<file path="src/hdl/denise_reg_pkg.sv">
`default_nettype none

package denise_reg_pkg;

  // -------------------------------------------------------------------------
  // chip bus register map
  // -------------------------------------------------------------------------

  // the bus carries address bits 8 to 1, so word addresses are halved
  typedef logic [7:0] reg_addr_t;

  // control registers
  localparam reg_addr_t BPLCON0 = 8'h80;  // 0x100, mode control
  localparam reg_addr_t BPLCON1 = 8'h81;  // 0x102, horizontal scroll
  localparam reg_addr_t BPLCON2 = 8'h82;  // 0x104, priority control

  // bitplane data registers
  // writing BPL1DAT starts a new word on all planes
  localparam reg_addr_t BPL1DAT = 8'h88;  // 0x110
  localparam reg_addr_t BPL2DAT = 8'h89;  // 0x112
  localparam reg_addr_t BPL3DAT = 8'h8A;  // 0x114
  localparam reg_addr_t BPL4DAT = 8'h8B;  // 0x116
  localparam reg_addr_t BPL5DAT = 8'h8C;  // 0x118
  localparam reg_addr_t BPL6DAT = 8'h8D;  // 0x11A

  // -------------------------------------------------------------------------
  // control bit positions
  // -------------------------------------------------------------------------

  localparam int HIRES_BIT  = 15;  // BPLCON0, 1 = one pixel per tick
  localparam int DPF_BIT    = 10;  // BPLCON0, dual playfield enable
  localparam int PF2PRI_BIT = 6;   // BPLCON2, playfield 2 in front

  // scroll fields inside BPLCON1
  localparam int PF1H_LSB = 0;  // odd planes, bits 3:0
  localparam int PF2H_LSB = 4;  // even planes, bits 7:4

endpackage

`default_nettype wire

</file>
<file path="src/hdl/denise_video_pkg.sv">
`default_nettype none

package denise_video_pkg;

  // -------------------------------------------------------------------------
  // video path data types
  // -------------------------------------------------------------------------

  typedef logic [15:0] bus_word_t;    // one bitplane word, MSB shown first
  typedef logic [3:0]  scroll_t;      // delay in shift steps, 0 to 15
  typedef logic [5:0]  color_index_t; // colour register number

  // ocs limit, planes above this do not exist
  localparam int MAX_PLANES = 6;

  // planes per playfield in dual mode
  // pf1 = planes 1,3,5 and pf2 = planes 2,4,6
  localparam int PF_BITS = 3;

  // in dual mode playfield 2 uses the upper half of the
  // first sixteen colour registers
  localparam color_index_t PF2_COLOR_BASE = 6'd8;

endpackage

`default_nettype wire

</file>
<file path="src/hdl/denise_bitplane_shifter.sv">
`timescale 1ns/10ps
`default_nettype none

// parallel-to-serial converter for a single bitplane
// the word is loaded in one tick, then shifted out MSB first, either
// every tick (hires) or every second tick (lores); the serial stream is
// delayed by the scroll value through a short history line
module denise_bitplane_shifter (
  input  logic                        clk,
  input  logic                        reset,
  input  logic                        clk7_en,  // 7 MHz tick
  input  logic                        load,     // one tick pulse, new word
  input  logic                        hires,    // 1 = shift every tick
  input  denise_video_pkg::bus_word_t data_in,  // buffered plane word
  input  denise_video_pkg::scroll_t   scroll,   // captured at load upstream
  output logic                        out       // serial plane bit
);

  import denise_video_pkg::*;

  localparam int WORD_BITS  = $bits(bus_word_t);
  localparam int HIST_DEPTH = (1 << $bits(scroll_t)) - 1;  // 15 older MSBs

  bus_word_t               shift_reg;    // pixels still to be shown
  logic                    lores_phase;  // second half of a lores pixel
  logic [HIST_DEPTH-1:0]   history;      // previous MSBs, newest in bit 0
  logic [HIST_DEPTH:0]     taps;         // tap 0 is the live MSB
  logic                    shift_step;

  // a load tick never shifts; lores waits for the second tick of a pixel
  assign shift_step = clk7_en && !load && (hires || lores_phase);

  // -------------------------------------------------------------------------
  // shift register and lores phase
  // -------------------------------------------------------------------------

  always_ff @(posedge clk) begin
    if (reset) begin
      shift_reg   <= '0;
      lores_phase <= 1'b0;
    end else if (clk7_en) begin
      if (load) begin
        shift_reg   <= data_in;  // parallel load
        lores_phase <= 1'b0;     // first pixel gets its full two ticks
      end else begin
        lores_phase <= ~lores_phase;
        if (shift_step)
          shift_reg <= {shift_reg[WORD_BITS-2:0], 1'b0};  // zeros in at lsb
      end
    end
  end

  // -------------------------------------------------------------------------
  // scroll delay line
  // -------------------------------------------------------------------------

  // every shift pushes the outgoing MSB into the history, so the history
  // moves at pixel rate and a scroll count is a count of pixels
  always_ff @(posedge clk) begin
    if (reset)
      history <= '0;  // blank pixels ahead of the first word
    else if (shift_step)
      history <= {history[HIST_DEPTH-2:0], shift_reg[WORD_BITS-1]};
  end

  assign taps = {history, shift_reg[WORD_BITS-1]};
  assign out  = taps[scroll];  // scroll 0 shows the live MSB

  // load comes from a tick-enabled register, so it may only rise just
  // after a tick; anything else means a broken enable upstream
  a_load_after_tick : assert property (
    @(posedge clk) disable iff (reset)
    $rose(load) |-> $past(clk7_en)
  );

endmodule

`default_nettype wire

</file>
<file path="src/hdl/denise_bitplanes.sv">
`timescale 1ns/10ps
`default_nettype none

// bitplane register block
// decodes chip bus writes, keeps the control registers and one buffer
// word per plane, and feeds the shifter array; a write to BPL1DAT
// starts all planes together one tick later
module denise_bitplanes #(
  parameter int NUM_PLANES = 6
) (
  input  logic                        clk,
  input  logic                        reset,
  input  logic                        clk7_en,         // 7 MHz tick
  input  denise_reg_pkg::reg_addr_t   reg_address_in,  // address bits 8:1
  input  denise_video_pkg::bus_word_t data_in,         // bus write data
  output logic [NUM_PLANES-1:0]       bpldata,         // plane 1 in bit 0
  output logic                        hires,           // BPLCON0 hires
  output logic                        dpf,             // BPLCON0 dual pf
  output logic                        pf2pri           // BPLCON2 pf2 front
);

  import denise_reg_pkg::*;
  import denise_video_pkg::*;

  // data register of each plane, plane 1 first
  localparam reg_addr_t BPL_DAT_ADDR [MAX_PLANES] = '{
    BPL1DAT, BPL2DAT, BPL3DAT, BPL4DAT, BPL5DAT, BPL6DAT
  };

  logic    load;          // high for the tick after a BPL1DAT write
  scroll_t bplcon1_pf1h;  // BPLCON1 odd plane scroll as written
  scroll_t bplcon1_pf2h;  // BPLCON1 even plane scroll as written
  scroll_t pf1h;          // odd plane scroll in use for the current word
  scroll_t pf2h;          // even plane scroll in use for the current word

  // -------------------------------------------------------------------------
  // control registers
  // -------------------------------------------------------------------------

  // only the fields the playfield path uses are kept
  always_ff @(posedge clk) begin
    if (reset) begin
      hires        <= 1'b0;  // lores, single playfield after reset
      dpf          <= 1'b0;
      pf2pri       <= 1'b0;
      bplcon1_pf1h <= '0;
      bplcon1_pf2h <= '0;
    end else if (clk7_en) begin
      case (reg_address_in)
        BPLCON0: begin
          hires <= data_in[HIRES_BIT];
          dpf   <= data_in[DPF_BIT];
        end
        BPLCON1: begin
          bplcon1_pf1h <= data_in[PF1H_LSB +: $bits(scroll_t)];
          bplcon1_pf2h <= data_in[PF2H_LSB +: $bits(scroll_t)];
        end
        BPLCON2: pf2pri <= data_in[PF2PRI_BIT];
        default: ;  // other registers belong elsewhere
      endcase
    end
  end

  // -------------------------------------------------------------------------
  // load pulse and scroll capture
  // -------------------------------------------------------------------------

  // load follows the BPL1DAT write by one tick, so the plane 1 buffer
  // already holds the new word when the shifters take it
  always_ff @(posedge clk) begin
    if (reset)
      load <= 1'b0;
    else if (clk7_en)
      load <= (reg_address_in == BPL1DAT);
  end

  // scroll is frozen per word, a BPLCON1 write mid-line waits for the
  // next load
  always_ff @(posedge clk) begin
    if (reset) begin
      pf1h <= '0;
      pf2h <= '0;
    end else if (clk7_en && load) begin
      pf1h <= bplcon1_pf1h;
      pf2h <= bplcon1_pf2h;
    end
  end

  // a BPL1DAT write on two ticks in a row would merge two loads
  a_load_single_tick : assert property (
    @(posedge clk) disable iff (reset)
    (clk7_en && load) |=> !load
  );

  // -------------------------------------------------------------------------
  // plane buffers and shifters
  // -------------------------------------------------------------------------

  for (genvar i = 0; i < NUM_PLANES; i++) begin : g_plane
    bus_word_t bpl_dat;  // buffer register, written any time before load

    always_ff @(posedge clk) begin
      if (clk7_en && (reg_address_in == BPL_DAT_ADDR[i]))
        bpl_dat <= data_in;
    end

    // plane i+1: odd planes use pf1 scroll, even planes pf2 scroll
    denise_bitplane_shifter u_shifter (
      .clk     (clk),
      .reset   (reset),
      .clk7_en (clk7_en),
      .load    (load),
      .hires   (hires),
      .data_in (bpl_dat),
      .scroll  ((i % 2 == 0) ? pf1h : pf2h),
      .out     (bpldata[i])
    );
  end

endmodule

`default_nettype wire

</file>
<file path="src/hdl/denise_playfields.sv">
`timescale 1ns/10ps
`default_nettype none

// playfield combiner
// turns the serial plane bits into a colour register index, either
// straight (single playfield) or as two 3-plane playfields with priority
module denise_playfields #(
  parameter int NUM_PLANES = 6
) (
  input  logic                           clk,
  input  logic                           reset,
  input  logic                           clk7_en,     // 7 MHz tick
  input  logic [NUM_PLANES-1:0]          bpldata,     // plane 1 in bit 0
  input  logic                           dpf,         // dual playfield mode
  input  logic                           pf2pri,      // pf2 in front of pf1
  output denise_video_pkg::color_index_t plfdata,     // registered index
  output logic [1:0]                     nplayfield,  // bit 0 pf1, bit 1 pf2
  output logic                           pix_valid    // first pixel seen
);

  import denise_video_pkg::*;

  logic [MAX_PLANES-1:0] planes;  // missing planes read as 0
  logic [PF_BITS-1:0]    pf1;     // planes 5,3,1
  logic [PF_BITS-1:0]    pf2;     // planes 6,4,2
  logic                  pf1_nz;
  logic                  pf2_nz;
  color_index_t          color;   // index before the output register

  always_comb begin
    planes                 = '0;
    planes[NUM_PLANES-1:0] = bpldata;
  end

  assign pf1    = {planes[4], planes[2], planes[0]};
  assign pf2    = {planes[5], planes[3], planes[1]};
  assign pf1_nz = |pf1;
  assign pf2_nz = |pf2;

  // -------------------------------------------------------------------------
  // priority and index
  // -------------------------------------------------------------------------

  always_comb begin
    if (!dpf)
      color = color_index_t'(planes);  // single playfield, plane 1 = lsb
    else if (pf2pri && pf2_nz)
      color = PF2_COLOR_BASE + color_index_t'(pf2);  // pf2 in front
    else if (pf1_nz)
      color = color_index_t'(pf1);
    else if (pf2_nz)
      color = PF2_COLOR_BASE + color_index_t'(pf2);  // pf2 shows through
    else
      color = '0;  // both transparent, background
  end

  // one tick of latency after the shifter output
  always_ff @(posedge clk) begin
    if (reset) begin
      plfdata    <= '0;
      nplayfield <= '0;
      pix_valid  <= 1'b0;
    end else if (clk7_en) begin
      plfdata    <= color;
      nplayfield <= {pf2_nz, pf1_nz};  // flagged in both modes
      if (|bpldata)
        pix_valid <= 1'b1;  // sticky until reset
    end
  end

  // dual playfield only reaches colours 0 to 15
  a_dpf_index_range : assert property (
    @(posedge clk) disable iff (reset)
    (clk7_en && dpf) |=> (plfdata[5:4] == 2'b00)
  );

endmodule

`default_nettype wire

</file>
<file path="src/hdl/denise_video.sv">
`timescale 1ns/10ps
`default_nettype none

// playfield video path of the display controller
// bus writes -> bitplane registers and shifters -> playfield combiner
module denise_video #(
  parameter int NUM_PLANES = denise_video_pkg::MAX_PLANES
) (
  input  logic                           clk,
  input  logic                           reset,
  input  logic                           clk7_en,         // 7 MHz tick
  input  denise_reg_pkg::reg_addr_t      reg_address_in,  // address bits 8:1
  input  denise_video_pkg::bus_word_t    data_in,         // bus write data
  output denise_video_pkg::color_index_t plfdata,         // colour index
  output logic [1:0]                     nplayfield,      // pf non-zero flags
  output logic                           pix_valid
);

  import denise_video_pkg::*;

  // plane count is fixed at elaboration, 1 to 6 planes
  if (NUM_PLANES < 1 || NUM_PLANES > MAX_PLANES) begin : g_bad_planes
    $error("NUM_PLANES must be between 1 and %0d", MAX_PLANES);
  end

  logic [NUM_PLANES-1:0] bpldata;  // serial plane bits
  logic                  dpf;
  logic                  pf2pri;

  // -------------------------------------------------------------------------
  // bitplane registers and shifters
  // -------------------------------------------------------------------------

  // hires only paces the shifters inside the block
  denise_bitplanes #(
    .NUM_PLANES (NUM_PLANES)
  ) u_bitplanes (
    .clk            (clk),
    .reset          (reset),
    .clk7_en        (clk7_en),
    .reg_address_in (reg_address_in),
    .data_in        (data_in),
    .bpldata        (bpldata),
    .hires          (),
    .dpf            (dpf),
    .pf2pri         (pf2pri)
  );

  // -------------------------------------------------------------------------
  // playfield combiner
  // -------------------------------------------------------------------------

  denise_playfields #(
    .NUM_PLANES (NUM_PLANES)
  ) u_playfields (
    .clk        (clk),
    .reset      (reset),
    .clk7_en    (clk7_en),
    .bpldata    (bpldata),
    .dpf        (dpf),
    .pf2pri     (pf2pri),
    .plfdata    (plfdata),
    .nplayfield (nplayfield),
    .pix_valid  (pix_valid)
  );

endmodule

`default_nettype wire

</file>
<file path="config.mk">
export PLATFORM = sky130hd
export DESIGN_NAME = denise_video
export DESIGN_NICKNAME = d
export VERILOG_FILES = /design/src/hdl/denise_reg_pkg.sv /design/src/hdl/denise_video_pkg.sv /design/src/hdl/denise_bitplane_shifter.sv /design/src/hdl/denise_bitplanes.sv /design/src/hdl/denise_playfields.sv /design/src/hdl/denise_video.sv
export SDC_FILE = /design/constraint.sdc
export NUM_CORES = 1
export LEC_CHECK = 0
export ABC_AREA = 1
export BUFFER_PORTS_ARGS = -buffer_cell sky130_fd_sc_hd__buf_2
export CORE_MARGIN = 1
export CORE_UTILIZATION = 40
export DETAILED_ROUTE_END_ITERATION = 8
export PLACE_DENSITY = 0.65
export SLEW_MARGIN = 20
export SYNTH_ARGS = -nofsm -noshare
export SYNTH_HDL_FRONTEND = slang
export SYNTH_HIERARCHICAL = 1
export SYNTH_SLANG_ARGS = --single-unit
export TNS_END_PERCENT = 20
</file>
<file path="constraint.sdc">
create_clock -name clk -period 4.2 [get_ports clk]
set_input_delay 1.05 -clock clk [delete_from_list [all_inputs] [get_ports clk]]
set_output_delay 1.05 -clock clk [all_outputs]
set_load 0.05 [all_outputs]
</file>
# After elaboration in Yosys (flattened, before gate mapping)

Cells that the tools add are included.

Muxes and demuxes: 34
Bitwise gates (word level): 6
Reductions and logical operators: 41
Add/sub/neg operators: 1
Equality and inequality tests: 9
Magnitude comparators: 2

Operators with widths:

| cell                                                                          | count |
|---|---|
| 16-bit two-way mux                                                            | 12 |
| 8-bit == test (second input constant)                                         | 9 |
| 1-bit binary-select mux with 4-bit select                                     | 6 |
| 6-bit two-way mux                                                             | 4 |
| 2-bit AND reduction                                                           | 10 |
| 1-bit logical AND                                                             | 15 |
| 1-bit two-way mux                                                             | 12 |
| 2-bit nonzero test                                                            | 6 |
| 4-bit by 5-bit less-than comparator with 1-bit output (second input constant) | 2 |
| 1-bit logical OR                                                              | 6 |
| 1-bit NOT                                                                     | 6 |
| 3-bit OR reduction                                                            | 2 |
| 6-bit OR reduction                                                            | 1 |
| 4-bit by 3-bit adder with 5-bit output (first input constant)                 | 1 |
| 1-bit logical NOT                                                             | 1 |

Bits in registers: 317
Input port bits: 27
Word-level logic and storage cells: 128

# Logic depth before layout (Yosys ltp)

Gate-level depths: netlist of the first run.

Depth in word-level cells: 7
Gate-level depth with buffers: 15
Gate-level depth less buffers: 14

# Modules after synthesis

The synthesis of the first run kept the hierarchy.

By module, submodules not included:

| module                  | area each (um2) | times used | seq. area each (um2) | cells an instance |
|---|---|---|---|---|
| denise_bitplane_shifter | 1,531.5         | 6          | 640.6                | 239 |
| denise_bitplanes        | 3,809.9         | 1          | 3,283.1              | 231 |
| denise_playfields       | 455.4           | 1          | 180.2                | 62 |

# Least setup slack after synthesis of the first run

OpenSTA, ideal clock, no wires.

Path type: in2reg
From: input port reg_address_in[4]
To: register u_bitplanes.g_plane[1].bpl_dat[0] (enable)
Cell stages on the path: 5
Setup time: 0.409 ns
Path slack: 1.221 ns
Arrival: 2.570 ns
Data required time: 3.791 ns
Cell sequence: inv_1 nand2_1 nor2_4 nand2_1 nor3_1

Longest elaborated chain between the ends: 2

RTL lines:

| item                 | line                    | text |
|---|---|---|
| from (decl)          | denise_video.sv:12      | `input denise_reg_pkg::reg_addr_t reg_address_in,` |
| 8-bit == test        | denise_bitplanes.sv:103 | `if (clk7_en && (reg_address_in == BPL_DAT_ADDR[i]))` |
| 1-bit logical AND    | denise_bitplanes.sv:103 |  |
| to (signal assigned) | denise_bitplanes.sv:104 | `bpl_dat <= data_in;` |
| to (decl)            | denise_bitplanes.sv:100 | `bus_word_t bpl_dat;` |

Every way passes these cells.
A chain may end at the register's enable or synchronous reset.

# Worst setup path in the final report of the first run

From: register u_bitplanes.pf2h[0]
To: register u_playfields.plfdata[2]

Longest elaborated chain between the ends: 7

RTL lines:

| item                                                                                | line                                                                      | text |
|---|---|---|
| from (decl)                                                                         | denise_bitplanes.sv:34                                                    | `scroll_t pf2h;` |
| from (signal assigned)                                                              | denise_bitplanes.sv:85                                                    | `pf2h <= bplcon1_pf2h;` |
| 1-bit binary-select mux with 4-bit select (*)                                       | denise_bitplane_shifter.sv:67                                             | `assign out = taps[scroll];` |
| 1-bit two-way mux (not written as such) (*)                                         | denise_bitplane_shifter.sv:67                                             |  |
| named net bpldata[3]                                                                | denise_video.sv:26                                                        | `logic [NUM_PLANES-1:0] bpldata;` |
| 4-bit by 3-bit adder with 5-bit output / 3-bit OR reduction (equally long branches) | denise_playfields.sv:48, denise_playfields.sv:52, denise_playfields.sv:38 |  |
| 6-bit two-way mux                                                                   | denise_playfields.sv:51                                                   | `else if (pf2_nz)` |
| 6-bit two-way mux                                                                   | denise_playfields.sv:49                                                   | `else if (pf1_nz)` |
| 6-bit two-way mux (*)                                                               | denise_playfields.sv:47                                                   | `else if (pf2pri && pf2_nz)` |
| 6-bit two-way mux (*)                                                               | denise_playfields.sv:45                                                   | `if (!dpf)` |
| to (signal assigned)                                                                | denise_playfields.sv:64                                                   | `plfdata <= color;` |
| to (decl)                                                                           | denise_playfields.sv:16                                                   | `output denise_video_pkg::color_index_t plfdata,` |

Mark *: on every way through the listed nets, which the timed path passes. The rest lies on a longest branch. The select of a mux whose other input is x is not followed.

==> impl_metrics.xml, run 1 <==
<?xml version="1.0" encoding="UTF-8"?>
<metrics>
  <group name="logic_synthesis">
    <metric name="synthXorXnorAreaFrac" unit="%">0</metric>
    <metric name="synthFlopType" unit="">dfxtp_1</metric>
    <metric name="synth_area_per_cell" unit="µm²">7.79</metric>
    <metric name="ys_async_sr_fraction" unit="%">0</metric>
    <metric name="synth_area" unit="mm²">0.0135</metric>
    <metric name="synth_seq_area_share" unit="%">54.3</metric>
    <metric name="syn_nets" unit="">1754</metric>
    <metric name="post_synthesis_cell_type_with_the_largest_combined_area" unit="">dfxtp_1</metric>
    <metric name="synth_mux_area_share" unit="%">0.502</metric>
    <metric name="synth_top_area_share" unit="%">32.9</metric>
    <metric name="synth-adder-area-share" unit="%">0</metric>
    <metric name="synth_enable_flop_cells" unit="">96</metric>
    <metric name="synth-simple-area-share" unit="%">22.6</metric>
    <metric name="synthesis.yosys.warnings" unit="">6</metric>
    <metric name="syn_inst_count" unit="">1727</metric>
    <metric name="cell_types_occupying_the_most_area_after_synthesis" unit="">dfxtp_1 (33%), edfxtp_1 (21%), nand2_1 (12%)</metric>
    <metric name="main_combinational_cell_family_by_area_after_synthesis" unit="">simple AND/OR/NAND/NOR gates</metric>
    <metric name="postSynthRegisterBits" unit="">317</metric>
    <metric name="synth-compound-area-share" unit="%">12.6</metric>
    <metric name="synthDistinctLibCells" unit="">29</metric>
  </group>
  <group name="power_and_ir_drop">
    <metric name="total_leakage_power" unit="nW">6.46</metric>
    <metric name="power_density" unit="mW/mm²">449</metric>
    <metric name="irDropWorstVdd" unit="mV">0.259</metric>
  </group>
  <group name="setup_path">
    <metric name="endpoint_kind" unit="">flop</metric>
    <metric name="required" unit="ns">4.56</metric>
    <metric name="critical_path.cell_chain" unit="">buf_4 -&gt; nand2_1 -&gt; o21ai_0 -&gt; nand2_1 -&gt; nand3_1 -&gt; nand3_1 -&gt; nand2_1 -&gt; inv_2 -&gt; nand2_4 -&gt; nand2_4 -&gt; a21oi_1 -&gt; nand2_1 -&gt; nand2_1 -&gt; a21oi_2</metric>
    <metric name="slowest_delay" unit="ns">0.81</metric>
    <metric name="critPathArrivalTime" unit="ns">2.78</metric>
    <metric name="regToRegStartpoint" unit="">u_bitplanes/pf2h[0]$_SDFFE_PP0P_</metric>
    <metric name="worstPathBufferInverterCount" unit="">2</metric>
    <metric name="crit_path_max_fo" unit="">20</metric>
    <metric name="crit_path_top_delay_cell" unit="">dfxtp_1</metric>
    <metric name="critPathMostFrequentCell" unit="">nand2_1</metric>
    <metric name="criticalPathCategory" unit="">reg -&gt; reg</metric>
    <metric name="worst_path_dominant_cell_family" unit="">flip-flops</metric>
    <metric name="crit_path_start" unit="">u_bitplanes/pf2h[0]$_SDFFE_PP0P_</metric>
    <metric name="cp-start-kind" unit="">flop</metric>
  </group>
  <group name="route">
    <metric name="drt_iter0_drc" unit="">669</metric>
    <metric name="final_antenna_net_count" unit="">0</metric>
    <metric name="routed_wire_length_per_instance" unit="µm">13.3</metric>
    <metric name="dr_total_vias" unit="">10500</metric>
    <metric name="drt-pass1-iter-count" unit="">5</metric>
    <metric name="totalWireLength" unit="µm">29200</metric>
    <metric name="drc" unit="">0</metric>
    <metric name="vias_per_cell" unit="">4.75</metric>
  </group>
  <group name="global_route">
    <metric name="grt_max_degree" unit="">105</metric>
    <metric name="grt_pass1_vias" unit="">9563</metric>
    <metric name="global_route.usage.met3" unit="%">2.81</metric>
    <metric name="grt_remaining_overflow" unit="">0</metric>
    <metric name="grt_pass1_wl" unit="µm">47600</metric>
    <metric name="grt_antenna_before_repair" unit="">1</metric>
    <metric name="grt_overall_usage" unit="%">17.4</metric>
    <metric name="grt.met2_usage" unit="%">29.4</metric>
    <metric name="met1_usage" unit="%">22.5</metric>
    <metric name="globalRoute.busiestLayer" unit="">met2</metric>
  </group>
  <group name="sta">
    <metric name="timing.final.setup_violations" unit="">0</metric>
    <metric name="tightest_slew" unit="ns">1.03</metric>
    <metric name="report.final.hold_viol_count" unit="">0</metric>
    <metric name="timing.slew.headroom" unit="%">31.1</metric>
    <metric name="min_period_over_period" unit="%">57.4</metric>
    <metric name="timing.final.crit_period" unit="ns">2.41</metric>
    <metric name="grt_setup_unrepaired" unit="">false</metric>
    <metric name="maxSlewViolCount" unit="">0</metric>
    <metric name="timing.clock.skew" unit="ns">0.0153</metric>
    <metric name="maxClockFrequency" unit="MHz">415</metric>
    <metric name="layout_setup_ws" unit="ns">1.79</metric>
    <metric name="timing.setup.tns" unit="ns">0</metric>
  </group>
  <group name="floorplanning">
    <metric name="die_area" unit="mm²">0.0344</metric>
    <metric name="floorplan.io_pins" unit="">36</metric>
    <metric name="core.rowCount" unit="">66</metric>
    <metric name="fp.coreArea" unit="mm²">0.0328</metric>
    <metric name="dieWidth" unit="µm">185</metric>
    <metric name="die_height" unit="µm">185</metric>
    <metric name="initial_core_util" unit="%">41.0</metric>
  </group>
  <group name="cts">
    <metric name="numCtsBuffers" unit="">35</metric>
    <metric name="cts.repair_timing.setup_buffer_count" unit="">0</metric>
    <metric name="cts.clk_slew.worst_paths" unit="ns">0.06</metric>
    <metric name="clk_root_buffer_cell" unit="">clkbuf_16</metric>
    <metric name="cts_tree" unit="">yes</metric>
    <metric name="cts_sinks" unit="">317</metric>
    <metric name="cts_htree_levels" unit="">2</metric>
    <metric name="cts_hold_buffers" unit="">0</metric>
    <metric name="cts-resized-gates" unit="">0</metric>
    <metric name="clk_path_buf_depth" unit="">3</metric>
    <metric name="latest_clock_arrival_within_the_worst_skew_pair" unit="ns">0.51</metric>
  </group>
  <group name="place">
    <metric name="count_of_input_and_output_buffers" unit="">35</metric>
    <metric name="finalWeightedCongestion" unit="">0.817</metric>
    <metric name="detailed_place_hpwl" unit="µm">17900</metric>
    <metric name="worst_setup_timing_slack_at_the_placement_stage" unit="ns">1.46</metric>
  </group>
  <group name="finish">
    <metric name="layout.nets" unit="">1763</metric>
    <metric name="antenna-diode-count" unit="">0</metric>
    <metric name="num-fill-cells" unit="">3208</metric>
    <metric name="drive_gt1_share" unit="%">8.30</metric>
    <metric name="area_delta_synth_final" unit="%">11.7</metric>
  </group>
  <group name="run">
    <metric name="maxCapViolCount" unit="">0</metric>
  </group>
  <group name="hold_path">
    <metric name="hp-start" unit="">u_bitplanes/g_plane[0].u_shifter/history[14]$_SDFFE_PP0P_</metric>
    <metric name="hp_class" unit="">reg -&gt; reg</metric>
  </group>
  <group name="status">
    <metric name="status" unit="">completed</metric>
  </group>
</metrics>
area by class of cell:
cell class	count	area [µm²]	share of cell area, %
Sequential cell	317	7310	48.6
Multi-Input combinational cell	1087	4840	32.2
Clock buffer	56	1080	7.16
Inverter	247	927	6.17
Tap cell	442	553	3.68
Timing Repair Buffer	48	285	1.90
Clock inverter	5	40.0	0.266
report_power, final:
part           switching (mW)  leakage [nW]  internal [mW]
sequential             0.0472          2.67           3.28
combinational           0.354          3.24          0.154
clock                    1.17         0.550           1.75
total                    1.57          6.46           5.18
cells by family (layout without fill, tap and decap cells):
| family | Yosys count | after routing |
|---|---|---|
| mux | 6 | 6 |
| buf+inv | 323 | 356 |
| flops | 317 | 317 |
| simple gates | 754 | 754 |
| compound gates | 327 | 327 |
Yosys cell counts (2+ instances only):
cell      instances
nand2_1         414
inv_1           237
nor2_1          228
dfxtp_1         221
o21ai_0         155
a21oi_1         113
edfxtp_1         96
nand3_1          84
o21ai_1          42
buf_2            32
buf_4            18
clkbuf_1         18
nand2_2          10
inv_2             9
nor2_2            8
a211oi_1          6
buf_1             6
mux2_1            6
o21ai_2           6
a21oi_2           4
nand2_4           3
nor2_4            3
nand4_1           2
cells in the final DEF (no fill, tap or decap), drive strengths merged:
master and count:
a211oi 6, a21oi 117, buf 48, clkbuf 56, clkinv 5, dfxtp 221
edfxtp 96, inv 247, mux2 6, nand2 427, nand3 85, nand4 2
nor2 239, nor3 1, o211ai 1, o21ai 203
path summary, 6_finish.rpt:
path / endpoint / slack [ns] / cells after the start
worst max-delay path: u_playfields/plfdata[2]$_SDFFE_PP0P_ / 1.79 / 14
worst min register to register: u_bitplanes/g_plane[0].u_shifter/history[14]$_SDFFE_PP0P_ / 0.46 / 2
worst max register to register: u_playfields/plfdata[2]$_SDFFE_PP0P_ / 1.79 / 14
worst min-delay path: u_bitplanes/g_plane[0].u_shifter/history[14]$_SDFFE_PP0P_ / 0.46 / 2
routing by layer:
layer | up-vias | wire length (µm)
met5 | - | 0
met4 | 0 | 674
met1 | 4775 | 13500
met3 | 44 | 1250
li1 | 5462 | -
met2 | 187 | 13700
stage by stage:
stage | hold slack [ns] | utilization [%] | area, µm² | power, mW | instances
floorplan | 0.429 | - | 13500 | 3.76 | 1727
global route | 0.466 | 45.8 | 15000 | 7.05 | 2202
global placement | 0.443 | 42.4 | 13900 | 3.88 | 2141
CTS | 0.459 | 45.8 | 15000 | 6.83 | 2202
finish | 0.457 | 45.8 | 15000 | 6.75 | 2202
detailed placement | 0.449 | 42.4 | 13900 | 3.90 | 2141
worst register-to-register path, cell delays in order, from the launching register on:
cell and delay [ns]:
dfxtp_1 0.81, buf_4 0.34, nand2_1 0.07, o21ai_0 0.07, nand2_1 0.07, nand3_1 0.09, nand3_1 0.07, nand2_1 0.18
inv_2 0.09, nand2_4 0.08, nand2_4 0.06, a21oi_1 0.16, nand2_1 0.07, nand2_1 0.07, a21oi_2 0.05
Power figures use the tool's default switching activity.
==> run 2: changes to the inputs <==
==> constraint.sdc (replaced) <==
create_clock -name clk -period 2.25 [get_ports clk]
set_input_delay 0.5625 -clock clk [delete_from_list [all_inputs] [get_ports clk]]
set_output_delay 0.5625 -clock clk [all_outputs]
set_load 0.05 [all_outputs]
==> run 2 against run 1 <==
Against the previous run: core utilization increased by 0.73 points; via count up 0.96%; clock skew decreased by 0.0024 ns; final area grew 1.6%; sequential power up 87%; critical path type unchanged; largest cell class unchanged; highest routed layer unchanged.
==> impl_metrics.xml, run 2 (same netlist as run 1, synthesis figures left out) <==
<?xml version="1.0" encoding="UTF-8"?>
<metrics>
  <group name="place">
    <metric name="finalWeightedCongestion" unit="">0.814</metric>
    <metric name="detailed_place_hpwl" unit="µm">18500</metric>
    <metric name="count_of_input_and_output_buffers" unit="">35</metric>
  </group>
  <group name="cts">
    <metric name="clk_path_buf_depth" unit="">3</metric>
    <metric name="latest_clock_arrival_within_the_worst_skew_pair" unit="ns">0.51</metric>
    <metric name="cts_htree_levels" unit="">2</metric>
    <metric name="cts_sinks" unit="">317</metric>
    <metric name="cts.clk_slew.worst_paths" unit="ns">0.06</metric>
    <metric name="cts_tree" unit="">yes</metric>
    <metric name="cts.repair_timing.setup_buffer_count" unit="">0</metric>
    <metric name="clk_root_buffer_cell" unit="">clkbuf_16</metric>
    <metric name="numCtsBuffers" unit="">35</metric>
    <metric name="cts_hold_buffers" unit="">0</metric>
  </group>
  <group name="floorplanning">
    <metric name="core.rowCount" unit="">66</metric>
    <metric name="die_height" unit="µm">185</metric>
    <metric name="dieWidth" unit="µm">185</metric>
    <metric name="floorplan.io_pins" unit="">36</metric>
    <metric name="fp.coreArea" unit="mm²">0.0328</metric>
    <metric name="die_area" unit="mm²">0.0344</metric>
    <metric name="initial_core_util" unit="%">41.0</metric>
  </group>
  <group name="sta">
    <metric name="timing.slew.headroom" unit="%">48.3</metric>
    <metric name="min_period_over_period" unit="%">88.1</metric>
    <metric name="timing.final.setup_violations" unit="">0</metric>
    <metric name="hold_ws" unit="ns">0.378</metric>
    <metric name="grt_setup_unrepaired" unit="">false</metric>
    <metric name="timing.final.crit_period" unit="ns">1.98</metric>
    <metric name="maxSlewViolCount" unit="">0</metric>
    <metric name="tightest_slew" unit="ns">0.773</metric>
    <metric name="timing.clock.skew" unit="ns">0.0129</metric>
    <metric name="maxClockFrequency" unit="MHz">505</metric>
    <metric name="timing.setup.tns" unit="ns">0</metric>
    <metric name="report.final.hold_viol_count" unit="">0</metric>
  </group>
  <group name="global_route">
    <metric name="grt.met2_usage" unit="%">31.2</metric>
    <metric name="grt_pass1_wl" unit="µm">48600</metric>
    <metric name="grt_max_degree" unit="">92</metric>
    <metric name="grt_antenna_before_repair" unit="">0</metric>
    <metric name="grt_remaining_overflow" unit="">0</metric>
    <metric name="grt_pass1_vias" unit="">9995</metric>
    <metric name="global_route.usage.met3" unit="%">2.60</metric>
    <metric name="grt_overall_usage" unit="%">17.7</metric>
    <metric name="met1_usage" unit="%">22.2</metric>
    <metric name="globalRoute.busiestLayer" unit="">met2</metric>
  </group>
  <group name="route">
    <metric name="drt-pass1-iter-count" unit="">5</metric>
    <metric name="totalWireLength" unit="µm">29200</metric>
    <metric name="drc" unit="">0</metric>
    <metric name="final_antenna_net_count" unit="">0</metric>
    <metric name="vias_per_cell" unit="">4.75</metric>
    <metric name="routed_wire_length_per_instance" unit="µm">13.1</metric>
    <metric name="dr_total_vias" unit="">10600</metric>
    <metric name="drt_iter0_drc" unit="">743</metric>
  </group>
  <group name="finish">
    <metric name="num-fill-cells" unit="">3238</metric>
    <metric name="most-common-layout-cells" unit="">nand2_1 (414), inv_1 (237), nor2_1 (228)</metric>
    <metric name="final_common_cell" unit="">nand2_1</metric>
    <metric name="drive_gt1_share" unit="%">9.53</metric>
    <metric name="layout.nets" unit="">1783</metric>
    <metric name="final_core_utilization" unit="%">46.6</metric>
    <metric name="area_delta_synth_final" unit="%">13.5</metric>
    <metric name="reg_area" unit="mm²">0.00731</metric>
    <metric name="multi_input_area" unit="mm²">0.00484</metric>
    <metric name="antenna-diode-count" unit="">0</metric>
  </group>
  <group name="setup_path">
    <metric name="critPathArrivalTime" unit="ns">2.43</metric>
    <metric name="required" unit="ns">2.70</metric>
    <metric name="crit_path_max_fo" unit="">13</metric>
    <metric name="criticalPathCategory" unit="">reg -&gt; reg</metric>
    <metric name="endpoint_kind" unit="">flop</metric>
    <metric name="cp-start-kind" unit="">flop</metric>
  </group>
  <group name="power_and_ir_drop">
    <metric name="total_power" unit="mW">12.8</metric>
    <metric name="total_leakage_power" unit="nW">6.59</metric>
    <metric name="irDropWorstVdd" unit="mV">0.475</metric>
    <metric name="power_density" unit="mW/mm²">841</metric>
  </group>
  <group name="hold_path">
    <metric name="hp_class" unit="">in -&gt; reg</metric>
  </group>
  <group name="run">
    <metric name="maxCapViolCount" unit="">0</metric>
  </group>
  <group name="status">
    <metric name="status" unit="">completed</metric>
  </group>
</metrics>
run 2: cell types whose count changed in the layout (fill, tap and decap cells not counted), sizes merged:
cell	delta
bufinv	+2
buf	+20
clkbuf	-4
clkinv	+4
clkinvlp	+1
run 2: layout make-up:
type,count,area share [%]
clock buffer,52,6.82
sequential,317,47.9
tap,442,3.62
inverter,247,6.07
timing repair buffer,68,3.10
clock inverter,12,0.819
multi-input combinational,1087,31.7
run 2: worst paths after layout:
kind                                            startpoint  cells after the start                                           to  slack (ns)
setup / recovery          u_bitplanes/pf1h[1]$_SDFFE_PP0P_                     12         u_playfields/plfdata[2]$_SDFFE_PP0P_        0.27
hold / removal                                  data_in[0]                      1  u_bitplanes/g_plane[0].bpl_dat[0]$_DFFE_PP_        0.38
hold reg to reg   u_bitplanes/bplcon1_pf2h[3]$_SDFFE_PP0P_                      2             u_bitplanes/pf2h[3]$_SDFFE_PP0P_        0.45
setup reg to reg          u_bitplanes/pf1h[1]$_SDFFE_PP0P_                     12         u_playfields/plfdata[2]$_SDFFE_PP0P_        0.27
run 2: metal layers:
| layer | vias up | part of all wire, % |
|---|---|---|
| met5 | - | 0 |
| met4 | 0 | 2.1 |
| met3 | 39 | 3.1 |
| met2 | 148 | 49 |
| met1 | 4869 | 46 |
| li1 | 5513 | - |
run 2: per-stage QoR:
stage,cell area [µm²],setup slack (ns),std cells
2_1_floorplan,13500,0.184,1727
3_3_place_gp,14100,0.275,2161
3_5_place_dp,14100,0.196,2161
4_1_cts,15300,0.186,2225
5_1_grt,15300,0.00798,2225
6_report,15300,0.268,2225
run 2: repair_timing:
item                       CTS  global route
resized for setup            0             1
hold endpoints to repair     0             0
setup endpoints to repair    0             3
run 2: where the power goes:
group / leakage [nW] / switching, mW / internal (mW)
Sequential: 2.67 / 0.0872 / 6.11
Combinational: 3.34 / 0.670 / 0.302
Clock: 0.573 / 2.23 / 3.45
Total: 6.59 / 2.98 / 9.86
run 2: critical path, cell delays in order, from the launching register on:
cell and delay [ns]:
dfxtp_1 0.66, inv_1 0.18, nand3_1 0.13, nand3_1 0.08, nand3_1 0.08, nand2_1 0.15, nor2_1 0.14, nand2_1 0.13
nand2_4 0.10, nand2_1 0.05, nand2_1 0.07, nand2_1 0.06, a21oi_2 0.10
